[src/common/conv_macros.svh]
// Convolution engine constants
`ifndef CONV_MACROS_SVH
`define CONV_MACROS_SVH

`define CONV_DWIDTH      32
`define CONV_WT_DIM      3
`define CONV_MAX_DIM     16
// must stay above CONV_WT_DIM so every PE is granted before the next pixel
`define CONV_PIX_GAP     4
`define CONV_FIFO_DEPTH  8

// padded coordinate, runs 0 to fm_dim + 1
`define CONV_CRD_W       $clog2(`CONV_MAX_DIM + 2)
// output column inside the partial-sum buffer
`define CONV_COL_W       $clog2(`CONV_MAX_DIM)
// kernel row, kernel column and buffer slot
`define CONV_IDX_W       $clog2(`CONV_WT_DIM)
`define CONV_GAP_W       $clog2(`CONV_PIX_GAP)

`endif

[src/common/conv_pkg.sv]
// Convolution engine types
`default_nettype none

package conv_pkg;

    // halo sequencer phase
    typedef enum logic {
        SEQ_LOAD,
        SEQ_STREAM
    } seq_state_t;

    // partial-sum buffer operation carried with every PE request
    typedef enum logic [1:0] {
        PSUM_INIT,
        PSUM_ADD,
        PSUM_FINAL
    } psum_op_t;

endpackage

`default_nettype wire

[src/source/halo_sequencer.sv]
// Halo sequencer
`timescale 1ns/1ps
`default_nettype none

`include "conv_macros.svh"

module halo_sequencer import conv_pkg::*; (
    input  wire logic                      clk_i,
    input  wire logic                      rst_n_i,
    input  wire logic [`CONV_CRD_W-1:0]    fm_dim_i,
    input  wire logic [`CONV_DWIDTH-1:0]   weight_i,
    input  wire logic                      weight_valid_i,
    input  wire logic [`CONV_DWIDTH-1:0]   fm_data_i,
    input  wire logic                      fm_valid_i,
    output logic      [`CONV_WT_DIM-1:0]   wt_load_o,
    output logic      [`CONV_IDX_W-1:0]    wt_col_o,
    output logic      [`CONV_DWIDTH-1:0]   wt_data_o,
    output logic                           pix_valid_o,
    output logic      [`CONV_DWIDTH-1:0]   pix_data_o,
    output logic      [`CONV_CRD_W-1:0]    pix_row_o,
    output logic      [`CONV_CRD_W-1:0]    pix_col_o,
    output logic                           busy_o
);

    localparam int DW    = `CONV_DWIDTH;
    localparam int N     = `CONV_WT_DIM;
    localparam int CRD_W = `CONV_CRD_W;
    localparam int IDX_W = `CONV_IDX_W;
    localparam int GAP_W = `CONV_GAP_W;
    localparam int DEPTH = `CONV_FIFO_DEPTH;
    localparam int PTR_W = $clog2(DEPTH);
    localparam int CNT_W = PTR_W + 1;

    seq_state_t       state_q;
    logic [IDX_W-1:0] wt_row_q;
    logic [IDX_W-1:0] wt_col_q;
    logic             busy_q;
    logic             wt_fire;
    logic             wt_last;

    logic [DW-1:0]    fifo_mem [DEPTH];
    logic [PTR_W-1:0] wr_ptr_q;
    logic [PTR_W-1:0] rd_ptr_q;
    logic [CNT_W-1:0] fifo_cnt_q;
    logic             fifo_full;
    logic             fifo_empty;
    logic             push;
    logic             pop;

    logic [GAP_W-1:0] gap_q;
    logic [CRD_W-1:0] row_q;
    logic [CRD_W-1:0] col_q;
    logic [CRD_W-1:0] dim_last;
    logic             halo;
    logic             issue;
    logic             frame_end;

    // weights arrive row-major, m/n style counters pick PE and tap
    assign wt_fire = (state_q == SEQ_LOAD) && weight_valid_i;
    assign wt_last = wt_fire && (wt_row_q == IDX_W'(N - 1)) && (wt_col_q == IDX_W'(N - 1));

    always_comb begin
        wt_load_o = '0;
        if (wt_fire) begin
            wt_load_o[wt_row_q] = 1'b1;
        end
    end

    assign wt_col_o  = wt_col_q;
    assign wt_data_o = weight_i;
    assign busy_o    = busy_q;

    always_ff @(posedge clk_i or negedge rst_n_i) begin
        if (!rst_n_i) begin
            state_q  <= SEQ_LOAD;
            wt_row_q <= '0;
            wt_col_q <= '0;
            busy_q   <= 1'b0;
        end else begin
            if (wt_fire) begin
                busy_q <= 1'b1;
                if (wt_col_q == IDX_W'(N - 1)) begin
                    wt_col_q <= '0;
                    wt_row_q <= (wt_row_q == IDX_W'(N - 1)) ? '0 : wt_row_q + 1'b1;
                end else begin
                    wt_col_q <= wt_col_q + 1'b1;
                end
            end
            if (wt_last) begin
                state_q <= SEQ_STREAM;
            end else if (frame_end) begin
                state_q <= SEQ_LOAD;
                busy_q  <= 1'b0;
            end
        end
    end

    // input FIFO soaks up real pixels while halo slots are issued
    assign fifo_full  = (fifo_cnt_q == CNT_W'(DEPTH));
    assign fifo_empty = (fifo_cnt_q == '0);
    assign push       = fm_valid_i && !fifo_full;
    assign pop        = issue && !halo;

    always_ff @(posedge clk_i) begin
        if (push) begin
            fifo_mem[wr_ptr_q] <= fm_data_i;
        end
    end

    always_ff @(posedge clk_i or negedge rst_n_i) begin
        if (!rst_n_i) begin
            wr_ptr_q   <= '0;
            rd_ptr_q   <= '0;
            fifo_cnt_q <= '0;
        end else begin
            if (push) begin
                wr_ptr_q <= (wr_ptr_q == PTR_W'(DEPTH - 1)) ? '0 : wr_ptr_q + 1'b1;
            end
            if (pop) begin
                rd_ptr_q <= (rd_ptr_q == PTR_W'(DEPTH - 1)) ? '0 : rd_ptr_q + 1'b1;
            end
            if (push && !pop) begin
                fifo_cnt_q <= fifo_cnt_q + 1'b1;
            end else if (pop && !push) begin
                fifo_cnt_q <= fifo_cnt_q - 1'b1;
            end
        end
    end

    // padded raster walk, one position per gap
    assign dim_last  = fm_dim_i + 1'b1;
    assign halo      = (row_q == '0) || (col_q == '0) || (row_q == dim_last) || (col_q == dim_last);
    assign issue     = (state_q == SEQ_STREAM) && (gap_q == '0) && (halo || !fifo_empty);
    assign frame_end = issue && (row_q == dim_last) && (col_q == dim_last);

    always_ff @(posedge clk_i or negedge rst_n_i) begin
        if (!rst_n_i) begin
            gap_q       <= '0;
            row_q       <= '0;
            col_q       <= '0;
            pix_valid_o <= 1'b0;
        end else begin
            pix_valid_o <= issue;
            if (issue) begin
                gap_q <= GAP_W'(`CONV_PIX_GAP - 1);
                if (col_q == dim_last) begin
                    col_q <= '0;
                    row_q <= (row_q == dim_last) ? '0 : row_q + 1'b1;
                end else begin
                    col_q <= col_q + 1'b1;
                end
            end else if (gap_q != '0) begin
                gap_q <= gap_q - 1'b1;
            end
        end
    end

    always_ff @(posedge clk_i) begin
        if (issue) begin
            pix_data_o <= halo ? '0 : fifo_mem[rd_ptr_q];
            pix_row_o  <= row_q;
            pix_col_o  <= col_q;
        end
    end

endmodule

`default_nettype wire

[config.mk]
export PLATFORM = sky130hd
export DESIGN_NAME = halo_sequencer
export DESIGN_NICKNAME = d
export VERILOG_FILES = /design/src/common/conv_pkg.sv /design/src/source/halo_sequencer.sv
export VERILOG_INCLUDE_DIRS = /design/src /design/src/common
export SDC_FILE = /design/constraint.sdc
export NUM_CORES = 1
export LEC_CHECK = 0
export BUFFER_PORTS_ARGS = -buffer_cell sky130_fd_sc_hd__clkbuf_2
export CORE_MARGIN = 2
export CORE_UTILIZATION = 50
export DETAILED_ROUTE_END_ITERATION = 12
export PLACE_DENSITY = 0.73
export SYNTH_ARGS = -nofsm -noshare
export SYNTH_HDL_FRONTEND = slang
export SYNTH_SLANG_ARGS = --single-unit
[constraint.sdc]
create_clock -name clk_i -period 3.77 [get_ports clk_i]
set_input_delay 0.754 -clock clk_i [delete_from_list [all_inputs] [get_ports clk_i]]
set_output_delay 0.754 -clock clk_i [all_outputs]
set_load 0.1 [all_outputs]
* Word level (Yosys, flattened, before mapping)
Memory sizes are Yosys's and may differ from the RTL's. A register that Yosys moved wholly into a read port is not among the register bits. Cells that the tools add are included.
Word-level totals: register bits after elaboration 39, bits in writable memories 256, input bits 73, output and inout bits 81, logic and storage cells 85, memories 1
Memory list:
- fifo_mem | depth 8, bits a word 32, read ports 1, clocked after memory_dff 1, wr ports 1, line halo_sequencer.sv:41 | logic [DW-1:0] fifo_mem [DEPTH];
Cells by class: add/sub/neg operators 10, $lt $le $gt $ge 2, equal/unequal tests 7, mux-type cells 20, bitwise gates (word level) 1, reduce and logical (&&, ||, !) cells 31
Operators by type and width (number):
- $add 5x1->5 const B | 3
- $logic_and 1x1->1 | 12
- $eq 5x5->1 | 2
- $logic_not 5->1 | 2
- $mux 5 | 2
- $mux 3 | 3
- $mux 1 | 8
- $mux 2 | 4
- $mux 4 | 2
- $reduce_bool 2->1 | 4
- $add 3x1->3 const B | 2
- $eq 3x3->1 const B | 2
- $logic_not 1->1 | 5
- $add 2x1->2 const B | 2
- $add 4x1->4 const B | 1
- $eq 2x2->1 const B | 2
- $eq 4x4->1 const B | 1
- $logic_not 4->1 | 1
- $logic_or 1x1->1 | 4
- $reduce_and 2->1 | 2
- $sub 4x1->4 const B | 1
- $lt 2x3->1 const B | 1
- $demux 1 s2 | 1
- $ge 2x1->1 const B | 1
- 3 further kinds | 3

* Depth between registers and ports, before layout
Gate-level depths: netlist (run 1).
depth in word-level cells 10, depth in mapped cells 14, mapped depth without buffers 14

* Worst setup path before layout (run 1)
Ideal clock, no wire load.
path type input to output, from input port weight_valid_i, to output port wt_load_o[2], data arrival time 3.243 ns, data required time 3.016 ns, setup slack -0.227 ns, cell stages on the path 3, path buffers 1, cells stage by stage nand2b_1 -> clkbuf_1 -> nor3b_1
On the way: longest elaborated chain between the ends 2
Ends and longest elaborated chain:
- start: declaration | line halo_sequencer.sv:12 | input wire logic weight_valid_i,
- $logic_and 1x1->1 | line halo_sequencer.sv:59 | assign wt_fire = (state_q == SEQ_LOAD) && weight_valid_i;
- $mux 3 | line halo_sequencer.sv:64 | if (wt_fire) begin
- end: declaration | line halo_sequencer.sv:15 | output logic [`CONV_WT_DIM-1:0] wt_load_o,
No other way between the ends.

* Worst setup path in the final report (run 1)
from input port fm_dim_i[0], to register fifo_cnt_q[3]
On the way: longest elaborated chain between the ends 10, elaborated cells between the ends (all ways) 14, classes of those cells add/sub (1); eq/ne (2); mux (1); reduce/logical (10)
Ends and longest elaborated chain:
- start: declaration | line halo_sequencer.sv:10 | input wire logic [`CONV_CRD_W-1:0] fm_dim_i,
- $add 5x1->5 * | line halo_sequencer.sv:131 | assign dim_last = fm_dim_i + 1'b1;
- $eq 5x5->1 | line halo_sequencer.sv:132 | assign halo = (row_q == '0) || (col_q == '0) || (row_q == dim_last) || (col_q == dim_last);
- $logic_or 1x1->1 | line halo_sequencer.sv:132
- $logic_or 1x1->1 * | line halo_sequencer.sv:132
- $logic_or 1x1->1 | line halo_sequencer.sv:133 | assign issue = (state_q == SEQ_STREAM) && (gap_q == '0) && (halo || !fifo_empty);
- $logic_and 1x1->1 | line halo_sequencer.sv:133
- $logic_and 1x1->1 * | line halo_sequencer.sv:102 | assign pop = issue && !halo;
- $logic_not 1->1 | line halo_sequencer.sv:122 | if (push && !pop) begin
- $logic_and 1x1->1 | line halo_sequencer.sv:122
- $mux 4 or $reduce_bool 2->1 (tied branches)
- end signal: assignment | line halo_sequencer.sv:123 | fifo_cnt_q <= fifo_cnt_q + 1'b1;
- end signal: assignment | line halo_sequencer.sv:125 | fifo_cnt_q <= fifo_cnt_q - 1'b1;
- end: declaration | line halo_sequencer.sv:44 | logic [CNT_W-1:0] fifo_cnt_q;
Every way passes the cells marked *; elsewhere a longest branch is shown, timed or not. A chain may end at the register's enable or synchronous reset.

==> summary.md, run 1 <==
| Metric | Value |
|---|---|
| Final min period | `3.163 ns` |
| Cts bufs inserted | `34` |
| Leakage | `5.118 nW` |
| Vias per cell | `5.638` |
| Fillers | `1910` |
| Gpl congestion | `0.8085` |
| Via Count | `6309` |
| Synthesized area | `13060 um^2` |
| Tightest Pin Transition | `0.8547 ns` |
| Switch share | `32.10%` |
| Drt total wl | `roughly 25000 um` |
| Gate power share | `27.9%` |
| Port buffer count | `89` |
| CTS resizes | `0` |
| Initial Util | `50.54%` |
| CP peak stage delay | `0.32 ns` |
| Register area share after synthesis | `between 70% and 80%` |
| GRT Residual Overflow | `0` |
| CTS tree | `done` |
| Sw power | `0.003595 W` |
| Worst flop-to-flop path startpoint | `col_q[0]$_DFFE_PN0N_` |
| Internal | `0.007607 W` |
| Commonest non-fill, non-tap cell in the layout | `edfxtp_1` |
| Core region area | `25840 um^2` |
| Status | `complete, no violations` |
| Total Nets Final | `between 800 and 900` |
| Final Skew | `0.01138 ns` |
| Relative slew slack | `43.02%` |
| Yosys cell types | `50` |
| DR iter-0 viols | `approximately 500` |
| Pre-CTS WS | `0.1120 ns` |
| Worst R2R Path Depth | `14` |
| Synthesized net count | `759` |
| Clk root buf | `clkbuf_16` |
| First-pass GRT wire length | `between 30000 and 40000 um` |
| Largest net degree at the start of global routing | `39` |
| Vias in the first global route | `~6600` |
| Critical path type | `in2reg` |
| Io pins | `154` |
| Unrepaired setup endpoints after global routing | `false` |
| Area after detailed placement | `13880 um^2` |
| Critical path, cell by cell | `clkbuf_2, ha_1, and3_1, xnor3_1, a31oi_1, nand4_2, ha_1, inv_1, ha_1, a21o_1, a21oi_1, xnor2_1, nor2_1, xor2_1` |
| Power per Cell Area | `approximately 750 nW/um^2` |
| HPWL Detailed | `about 14000 um` |
| Worst setup margin | `0.6067 ns` |
| Post-route ant nets | `0` |
| Part of the power in registers | `between 40% and 50%` |
| # DRC | `0` |
| Design Area, Final | `14860 um^2` |
| GRT Util Overall | `between 10% and 20%` |
| Gate count of the mapped netlist | `672` |
| Tot Pwr | `between 0.01 and 0.015 W` |
| Crit share post-route | `83.91%` |
| Worst vdd ir | `0.0004183 V` |
| WP data required | `4.16 ns` |
| CTS Sinks | `327` |
| Hold buffers post-CTS | `0` |
| Clk Latency, worst-skew pair | `about 0.50 ns` |
| Final setup fails | `0` |
| Row cnt | `59` |
| Setup Fix Bufs, Post-CTS | `0` |
| Syn Area/Cell | `19.43 um^2` |
| Initial antenna violation count | `1` |
| Slowest CP cell | `xnor3_1` |
| Fraction of layout cells with a size suffix above 1 | `30.65%` |
| Final core utilization | `between 50% and 60%` |
| Die width | `approximately 170 um` |
| Max-Cap Viols | `0` |
| Most frequent cells in the layout | `edfxtp_1, clkbuf_2, mux4_2` |
| CTS clk-pin slew, worst paths | `about 0.060 ns` |
| Crit Path Max Fanout | `4` |
| Pre-Repair DR Iteration Count | `6` |
| Area delta synth->final | `13.82%` |
| HP Class | `in2async` |
| Largest buffer count on any clock path | `3` |
| CP most frequent cell | `ha_1` |
| CP startpoint kind | `input pin` |
| R2R Setup Slk | `around 0.64 ns` |
| Seq cells post-synth | `approximately 330` |
| Overall die area | `around 27000 um^2` |
| Yosys warnings | `0` |
| Final Hold Vio Count | `0` |
| Die outline height | `around 170 um` |
| R2R Path End | `fifo_cnt_q[3]$_DFFE_PN0P_` |
| DR WL/cell | `22.06 um` |
| Max H-tree Level | `2` |
| Crit path capture type | `flop` |
| Clock power frac | `26.5%` |
| Peak Freq | `316.1 MHz` |
| Arrival time worst endpoint | `3.55 ns` |
| Slew Limit Fails | `0` |
[how the worst max path moves through the flow]
stage	endpoint	start	slack, ns	depth (start not counted)
2_1_floorplan	wt_load_o[0]	weight_valid_i	-0.004	3
3_3_place_gp	fifo_cnt_q[3]$_DFFE_PN0P_	fm_dim_i[0]	0.25	14
3_5_place_dp	fifo_cnt_q[3]$_DFFE_PN0P_	fm_dim_i[0]	0.11	14
4_1_cts	fifo_cnt_q[3]$_DFFE_PN0P_	fm_dim_i[0]	0.63	14
5_1_grt	fifo_cnt_q[3]$_DFFE_PN0P_	fm_dim_i[0]	0.39	14
6_report	fifo_cnt_q[3]$_DFFE_PN0P_	fm_dim_i[0]	0.61	14
[power by group through the flow]
stage,registers [W],logic [W],clock network [W]
2_1_floorplan,0.00557,0.00209,0
3_3_place_gp,0.00513,0.00309,0
3_5_place_dp,0.00518,0.00317,0
4_1_cts,0.00511,0.00318,0.00303
5_1_grt,0.00517,0.00337,0.00318
6_report,0.00510,0.00313,0.00297
[sequential cells by signal (all words and copies together), names as in the netlist, 3 cells and up]
| name | flops |
|---|---|
| col_q | 5 |
| fifo_cnt_q | 4 |
| fifo_mem | 256 |
| pix_col_o | 5 |
| pix_data_o | 32 |
| pix_row_o | 5 |
| rd_ptr_q | 3 |
| row_q | 5 |
| wr_ptr_q | 3 |
[Yosys cell counts, drive strengths merged]
cell / n / area share, %
a21boi: 1 / 0.058
a21o: 2 / 0.11
a21oi: 3 / 0.14
a22o: 1 / 0.067
a311oi: 2 / 0.27
a31o: 1 / 0.067
a31oi: 2 / 0.096
and2: 1 / 0.048
and3: 1 / 0.048
buf: 44 / 2.3
clkbuf: 13 / 0.37
dfrtp: 29 / 5.6
edfxtp: 298 / 69
fa: 1 / 0.15
ha: 13 / 1.2
inv: 11 / 0.32
mux2: 6 / 0.52
mux2i: 32 / 2.5
mux4: 64 / 11
nand2: 23 / 0.66
nand2b: 11 / 0.53
nand3: 13 / 0.50
nand3b: 1 / 0.058
nand4: 2 / 0.14
nor2: 43 / 1.2
nor2b: 3 / 0.14
nor3: 7 / 0.39
nor3b: 2 / 0.11
o211ai: 3 / 0.17
o21ai: 11 / 0.42
o22ai: 2 / 0.096
o31a: 1 / 0.067
o31ai: 1 / 0.058
o41ai: 1 / 0.067
or2: 1 / 0.048
or3: 1 / 0.048
or3b: 2 / 0.13
or4b: 2 / 0.15
xnor2: 9 / 0.60
xnor3: 2 / 0.34
xor2: 4 / 0.27
xor3: 2 / 0.37
[cell type report]
cell class	count	area, um^2	area share [%]
multi-input cells	277	3064	20.62
diodes	1	2.502	0.01684
repair buffers	109	670.6	4.513
flip-flops and latches	327	9681	65.14
clock buffers	47	920.9	6.196
inverters	11	41.29	0.2778
well taps	335	419.2	2.820
clock inverters	12	62.56	0.4209
[per-stage QoR]
stage | instances | hold slack [ns] | setup TNS, ns
final | 1119 | 0.3188 | 0
after CTS | 1118 | 0.3351 | 0
after floorplan | 672 | 0.4543 | -0.004137
after detailed placement | 1059 | 0.4870 | 0
after global routing | 1118 | 0.3729 | 0
after global placement | 1059 | 0.4697 | 0
[kinds of logic after synthesis]
family,synth area share (%)
buf+inv,2.961
simple gates,4.255
mux,14.01
xor+xnor,1.591
fa+ha+maj,1.399
flops,74.09
compound gates,1.696
[metal layers]
layer | GRT usage (%) | part of all wire (%) | vias to the layer above
met5 | 0 | 0 | -
met4 | 5.217 | 2.0 | 0
met1 | 22.95 | 41 | 3263
met3 | 4.540 | 6.0 | 46
li1 | - | - | 2799
met2 | 31.48 | 51 | 201
[critical path: cells and delay by family]
kind,cells,cell delay [ns]
buffers and inverters,2,0.25
adder cells (fa/ha/maj),3,0.75
AO/OA/AOI/OAI,3,0.67
AND/OR/NAND/NOR,3,0.51
XOR/XNOR,3,0.59
Power figures use the tool's default switching activity.
==> run 2, diff against run 1 <==
Settings changed: ABC_AREA from default to 1, PLACE_DENSITY 0.73 to 0.7.
Clock period 3.77 ns to 3 ns, I/O delays scaled along.
==> run 2 against run 1 <==
Net effect:
- synthesized area grew 4.3%
- sequential power grew 25%
- routed wire length grew 15%
- core utilization grew 0.091 points
- worst hold slack lost 0.17 ns
- combinational power grew 97%
- highest routed layer unchanged
- critical path depth grew 1
==> summary.md, run 2 <==
| Metric | Value |
|---|---|
| Status | `complete, no violations` |
| Setup Fix Bufs, Post-CTS | `0 (unchanged)` |
| Yosys warnings | `0 (unchanged)` |
| Clk root buf | `clkbuf_16` |
| Design Area, Final | `15480 um^2 (+4.2%)` |
| Final min period | `2.686 ns` |
| Area leader, netlist | `edfxtp_1` |
| Crit share post-route | `89.52%` |
| Crit Path Max Fanout | `6 (+2)` |
| Seq cells post-synth | `327 (unchanged)` |
| Vias in the first global route | `8156 (+23%)` |
| EDFF count, synth | `298 (unchanged)` |
| Most frequent cells in the layout | `nand2_1, edfxtp_1, nand3_1` |
| Overall die area | `28570 um^2 (+4.2%)` |
| Area delta synth->final | `13.69%` |
| CTS Sinks | `327 (unchanged)` |
| GRT Residual Overflow | `0 (unchanged)` |
| R2R Setup Slk | `0.31 ns (-0.33 ns)` |
| Initial antenna violation count | `2 (+1)` |
| Area after detailed placement | `14440 um^2 (+4.0%)` |
| Power per Cell Area | `1063 nW/um^2 (+41%)` |
| Initial Util | `50.68% (+0.14 points)` |
| Max-Cap Viols | `0 (unchanged)` |
| CP startpoint kind | `flop` |
| Synthesized net count | `1201 (+58%)` |
| Register area share after synthesis | `71.03% (-3.1 points)` |
| Yosys cell types | `41 (-18%)` |
| Fillers | `2144 (+12%)` |
| Unrepaired setup endpoints after global routing | `false` |
| Largest net degree at the start of global routing | `131 (+240%)` |
| Final Hold Vio Count | `0 (unchanged)` |
| Row cnt | `60 (+1.7%)` |
| Drt total wl | `28430 um (+15%)` |
| Hold buffers post-CTS | `0 (unchanged)` |
| Leakage | `5.839 nW (+14%)` |
| CTS clk-pin slew, worst paths | `0.06 ns (about the same)` |
| Fraction of layout cells with a size suffix above 1 | `20.03% (-11 points)` |
| Cts bufs inserted | `36 (+5.9%)` |
| CTS resizes | `0 (unchanged)` |
| Setup Total Neg Slack | `0 ns (unchanged)` |
| Max H-tree Level | `2 (unchanged)` |
| Port buffer count | `89 (unchanged)` |
| Asr flop ratio synth | `8.869% (unchanged)` |
| GRT Util Overall | `20.24% (+2.1 points)` |
| Critical path type | `reg2reg` |
| Largest register FFs | `256 (unchanged)` |
| Slew Limit Fails | `0 (unchanged)` |
| Io pins | `154 (unchanged)` |
| Peak Freq | `372.4 MHz` |
| Die outline height | `169.0 um (+2.1%)` |
| Crit path capture type | `flop` |
| Pre-Repair DR Iteration Count | `5 (-1)` |
| Post-route ant nets | `0 (unchanged)` |
| Clk Latency, worst-skew pair | `0.52 ns (+0.02 ns)` |
| Final setup fails | `0 (unchanged)` |
| Synthesized area | `13620 um^2 (+4.3%)` |
| Final Skew | `0.01998 ns (+0.008600 ns)` |
| DR iter-0 viols | `655 (+32%)` |
| Synth top cells by count | `nand2_1, edfxtp_1, nand3_1` |
| Via Count | `8342 (+32%)` |
| Synth top area cells | `edfxtp_1, nand2_1, nand3_1, dfrtp_1, a21oi_2` |
| Tightest Pin Transition | `0.8138 ns (-0.04095 ns)` |
| Top-count cell post-synth | `nand2_1` |
| Arrival time worst endpoint | `3.07 ns (-0.48 ns)` |
| First-pass GRT wire length | `44670 um (+17%)` |
| Core region area | `26880 um^2 (+4.0%)` |
| Synth top area share | `65.71% (-2.8 points)` |
| WP data required | `3.39 ns (-0.77 ns)` |
| Synth Flop Type | `edfxtp_1` |
| Regs by FF count | `fifo_mem (256), pix_data_o (32)` |
| Syn Area/Cell | `12.23 um^2 (-37%)` |
| HPWL Detailed | `15870 um (+9.6%)` |
| Gpl congestion | `0.8157 (+0.89%)` |
| Reg with most FFs | `fifo_mem` |
| # DRC | `0 (unchanged)` |
| Relative slew slack | `45.69% (+2.7 points)` |
| Die width | `169.0 um (+2.1%)` |
| CTS tree | `done` |
| DR WL/cell | `18.34 um (-17%)` |
| Largest buffer count on any clock path | `3 (unchanged)` |
| Vias per cell | `5.382 (-4.5%)` |
| Total Nets Final | `1273 (+50%)` |
| Commonest non-fill, non-tap cell in the layout | `nand2_1` |
| Gate count of the mapped netlist | `1114 (+66%)` |
| Worst vdd ir | `0.0006759 V (+62%)` |
| HP Class | `in2async` |
==> run 2: cell families after synthesis <==
kind of cell	count (synthesis)	synth area share (%)
xor gates and xnor gates	12	0.7717
DFF	327	71.03
buffers and inverters	129	4.795
AOI/OAI and AO/OA	59	3.372
adders and majority gates	14	1.341
and+or+nand+nor	573	18.69
==> run 2: cell type report <==
cell class	instances	area [um^2]	share of cell area, %
Antenna cell	1	2.502	0.01616
Clock buffer	45	934.6	6.036
Clock inverter	15	110.1	0.7111
Inverter	41	160.2	1.034
Multi-Input combinational cell	658	3352	21.65
Sequential cell	327	9679	62.51
Tap cell	341	426.7	2.756
Timing Repair Buffer	122	818.3	5.285
==> run 2: worst paths after layout <==
path	start	endpoint	cells after the start
worst max register to register	col_q[0]$_DFFE_PN0N_	fifo_cnt_q[3]$_DFFE_PN0P_	15
max in group asynchronous	rst_n_i	rd_ptr_q[0]$_DFFE_PN0P_	1
min in group clk_i	fm_data_i[22]	fifo_mem[4][22]$_DFFE_PP_	1
worst min register to register	fifo_cnt_q[3]$_DFFE_PN0P_	fifo_cnt_q[3]$_DFFE_PN0P_	1
worst max-delay path	col_q[0]$_DFFE_PN0N_	fifo_cnt_q[3]$_DFFE_PN0P_	15
worst min-delay path	rst_n_i	rd_ptr_q[0]$_DFFE_PN0P_	1
==> run 2: where the power goes <==
part	switching, W	internal, W	total [W]	leakage, nW
Sequential	0.000326	0.00602	0.00635	3.08
Clock	0.00165	0.00229	0.00394	0.517
Combinational	0.00474	0.00144	0.00618	2.24
==> run 2: routing by layer <==
metal	global-route usage, %	wire, um	vias to the layer above
met4	7.395	717	0
met5	0	0	-
li1	-	-	4016
met3	3.858	1876	61
met2	34.19	13920	266
met1	26.30	11910	3999
==> run 2: stage by stage <==
stage	util (%)	hold slack (ns)	total power, W	setup slack, ns	cells
4_1_cts	57.60	0.1691	0.01662	0.2950	1549
5_1_grt	57.61	0.2095	0.01731	0.1118	1550
3_3_place_gp	53.72	0.4925	0.01255	0.02016	1489
2_1_floorplan	-	0.3044	0.01128	-0.3301	1114
6_report	57.61	0.1537	0.01647	0.3144	1550
3_5_place_dp	53.72	0.4876	0.01267	-0.08400	1489
==> run 2: worst max-delay path: stages, from the launching register on <==
cell and delay (ns):
dfrtp_1 0.44, inv_1 0.09, ha_1 0.21, a31oi_2 0.27
nand2_4 0.10, nor2_8 0.14, nand3_4 0.07, ha_1 0.22
inv_1 0.12, ha_1 0.25, a21o_1 0.18, a21oi_1 0.18
nand2_1 0.07, nand2_1 0.06, nor2_1 0.04, xor2_1 0.13
==> run 3, diff against run 2 <==
Settings changed: ABC_AREA 1 to default.
==> run 3 against run 2 <==
Net effect:
- critical path depth fell by 1
- clock skew decreased by 0.00052 ns
- total power decreased by 9.8%
- die area decreased by 4.0%
- cell area is 1.3% lower
- routed wire length shrank 12%
- critical endpoint unchanged
- highest routed layer is now met5
==> summary.md, run 3 (same netlist as run 1, synthesis figures left out) <==
| Metric | Value |
|---|---|
| Row cnt | `59 (-1.7%)` |
| # DRC | `0 (unchanged)` |
| Port buffer count | `89 (unchanged)` |
| Clk Latency, worst-skew pair | `0.52 ns (about the same)` |
| HPWL Detailed | `15000 um (-5.5%)` |
| Max-Cap Viols | `0 (unchanged)` |
| Final setup fails | `0 (unchanged)` |
| Drt total wl | `25080 um (-12%)` |
| Reg with most FFs | `fifo_mem` |
| Final Skew | `0.01946 ns (-0.0005219 ns)` |
| Critical path type | `reg2reg` |
| Area after detailed placement | `14100 um^2 (-2.3%)` |
| Pre-Repair DR Iteration Count | `5 (unchanged)` |
| CTS Sinks | `327 (unchanged)` |
| R2R Path End | `fifo_cnt_q[3]$_DFFE_PN0P_` |
| Cts bufs inserted | `35 (-2.8%)` |
| R2R Setup Slk | `0.21 ns (-0.11 ns)` |
| Worst vdd ir | `0.0005535 V (-18%)` |
| Initial Util | `50.54% (-0.14 points)` |
| GRT Residual Overflow | `0 (unchanged)` |
| Clk root buf | `clkbuf_16` |
| Tightest Pin Transition | `0.7518 ns (-0.06198 ns)` |
| Die outline height | `165.6 um (-2.0%)` |
| Total Nets Final | `870 (-32%)` |
| First-pass GRT wire length | `39560 um (-11%)` |
| Final min period | `2.791 ns (+0.1053 ns)` |
| Max H-tree Level | `2 (unchanged)` |
| Die width | `165.6 um (-2.0%)` |
| WP data required | `3.39 ns (about the same)` |
| Largest buffer count on any clock path | `3 (unchanged)` |
| Arrival time worst endpoint | `3.18 ns (+0.11 ns)` |
| Core region area | `25840 um^2 (-3.9%)` |
| Initial antenna violation count | `2 (unchanged)` |
| Non-Filler Instances | `1144 (-26%)` |
| Power per Cell Area | `971.6 nW/um^2 (-8.6%)` |
| Largest net degree at the start of global routing | `36 (-73%)` |
| Post-route ant nets | `0 (unchanged)` |
| Hold buffers post-CTS | `0 (unchanged)` |
| GRT Util Overall | `18.60% (-1.6 points)` |
| Most frequent cells in the layout | `edfxtp_1, clkbuf_2, mux4_2` |
| Largest register FFs | `256 (unchanged)` |
| Worst R2R Path Depth | `14 (-1)` |
| Design Area, Final | `15290 um^2 (-1.3%)` |
| CP startpoint kind | `flop` |
| Pre-CTS WS | `-0.2575 ns (-0.1735 ns)` |
| Crit path from | `col_q[1]$_DFFE_PN0N_` |
| Status | `complete, no violations` |
| Regs by FF count | `fifo_mem (256), pix_data_o (32)` |
| Worst flop-to-flop path startpoint | `col_q[1]$_DFFE_PN0N_` |
| CTS clk-pin slew, worst paths | `0.06 ns (about the same)` |
| Leakage | `5.341 nW (-8.5%)` |
| HP Class | `in2async` |
| Crit share post-route | `93.03% (+3.5 points)` |
| Crit Path Max Fanout | `5 (-1)` |
| Commonest non-fill, non-tap cell in the layout | `edfxtp_1` |
| Io pins | `154 (unchanged)` |
| Gpl congestion | `0.7633 (-6.4%)` |
| DR WL/cell | `21.92 um (+20%)` |
| Crit path capture type | `flop` |
| Antenna Diode Count | `0 (-1)` |
| Slew Limit Fails | `0 (unchanged)` |
| CTS tree | `done` |
| Vias per cell | `5.623 (+4.5%)` |
| DR iter-0 viols | `465 (-29%)` |
| Overall die area | `27420 um^2 (-4.0%)` |
| Final Hold Vio Count | `0 (unchanged)` |
| Peak Freq | `358.3 MHz (-3.8%)` |
| Worst setup margin | `0.2091 ns (-0.1053 ns)` |
| Vias in the first global route | `6935 (-15%)` |
| Placed cell count | `1081 (-27%)` |
| Fraction of layout cells with a size suffix above 1 | `34.61% (+15 points)` |
| Via Count | `6433 (-23%)` |
| Area delta synth->final | `17.08%` |
| Relative slew slack | `49.88% (+4.2 points)` |
run 3: worst max-delay path by stage:
| stage | endpoint | depth (start not counted) |
|---|---|---|
| global route | fifo_cnt_q[3]$_DFFE_PN0P_ | 14 |
| finish | fifo_cnt_q[3]$_DFFE_PN0P_ | 14 |
| detailed placement | fifo_cnt_q[3]$_DFFE_PN0P_ | 14 |
| CTS | fifo_cnt_q[3]$_DFFE_PN0P_ | 14 |
| global placement | fifo_cnt_q[3]$_DFFE_PN0P_ | 14 |
| floorplan | fifo_cnt_q[3]$_DFFE_PN0P_ | 13 |
run 3: per-layer routing:
layer	global-route usage, %	vias to the layer above	part of all wire (%)
li1	-	2846	-
met5	0	-	0.096
met2	31.48	179	51
met4	5.558	4	2.1
met1	24.37	3350	42
met3	4.205	54	5.4
run 3: repair_timing:
action / in CTS / in global routing
resized for setup: 0 / 3
endpoints found under the setup margin: 0 / 1
endpoints found under the hold margin: 0 / 0
buffers inserted: 0 / 0
run 3: power by group:
| part | switching (W) | total (W) | internal, W | leakage, nW |
|---|---|---|---|---|
| Sequential | 0.000477 | 0.00635 | 0.00587 | 3.04 |
| Clock | 0.00173 | 0.00433 | 0.00260 | 0.574 |
| Combinational | 0.00252 | 0.00418 | 0.00165 | 1.72 |
| Total | 0.00473 | 0.0149 | 0.0101 | 5.34 |
run 3: area by class of cell:
type                    instances  area, um^2
fillers                      1869       10550
flip-flops and latches        327        9682
multi-input cells             277        3102
clock buffers                  41       898.4
repair buffers                131       873.3
well taps                     335       419.2
clock inverters                22       272.8
inverters                      11       41.29
run 3: metrics by stage:
step / utilization [%] / setup TNS (ns) / hold WS [ns] / power, W
2_1_floorplan: - / 0 / 0.3044 / 0.009637
3_3_place_gp: 54.59 / -0.09218 / 0.4766 / 0.01051
3_5_place_dp: 54.59 / -0.3788 / 0.5011 / 0.01066
4_1_cts: 59.12 / 0 / 0.1686 / 0.01502
5_1_grt: 59.17 / -0.006445 / 0.2136 / 0.01554
6_report: 59.17 / 0 / 0.1477 / 0.01485
run 3: worst max-delay path, stage by stage, from the launching register on:
cell     delay [ns]
dfrtp_2        0.44
inv_1          0.09
ha_1           0.13
or4b_1         0.46
o41ai_2        0.12
a31oi_2        0.10
nand4_2        0.11
ha_2           0.19
inv_1          0.06
ha_1           0.27
a21o_1         0.20
a21oi_2        0.15
xnor2_1        0.15
nor2_1         0.07
xor2_1         0.14
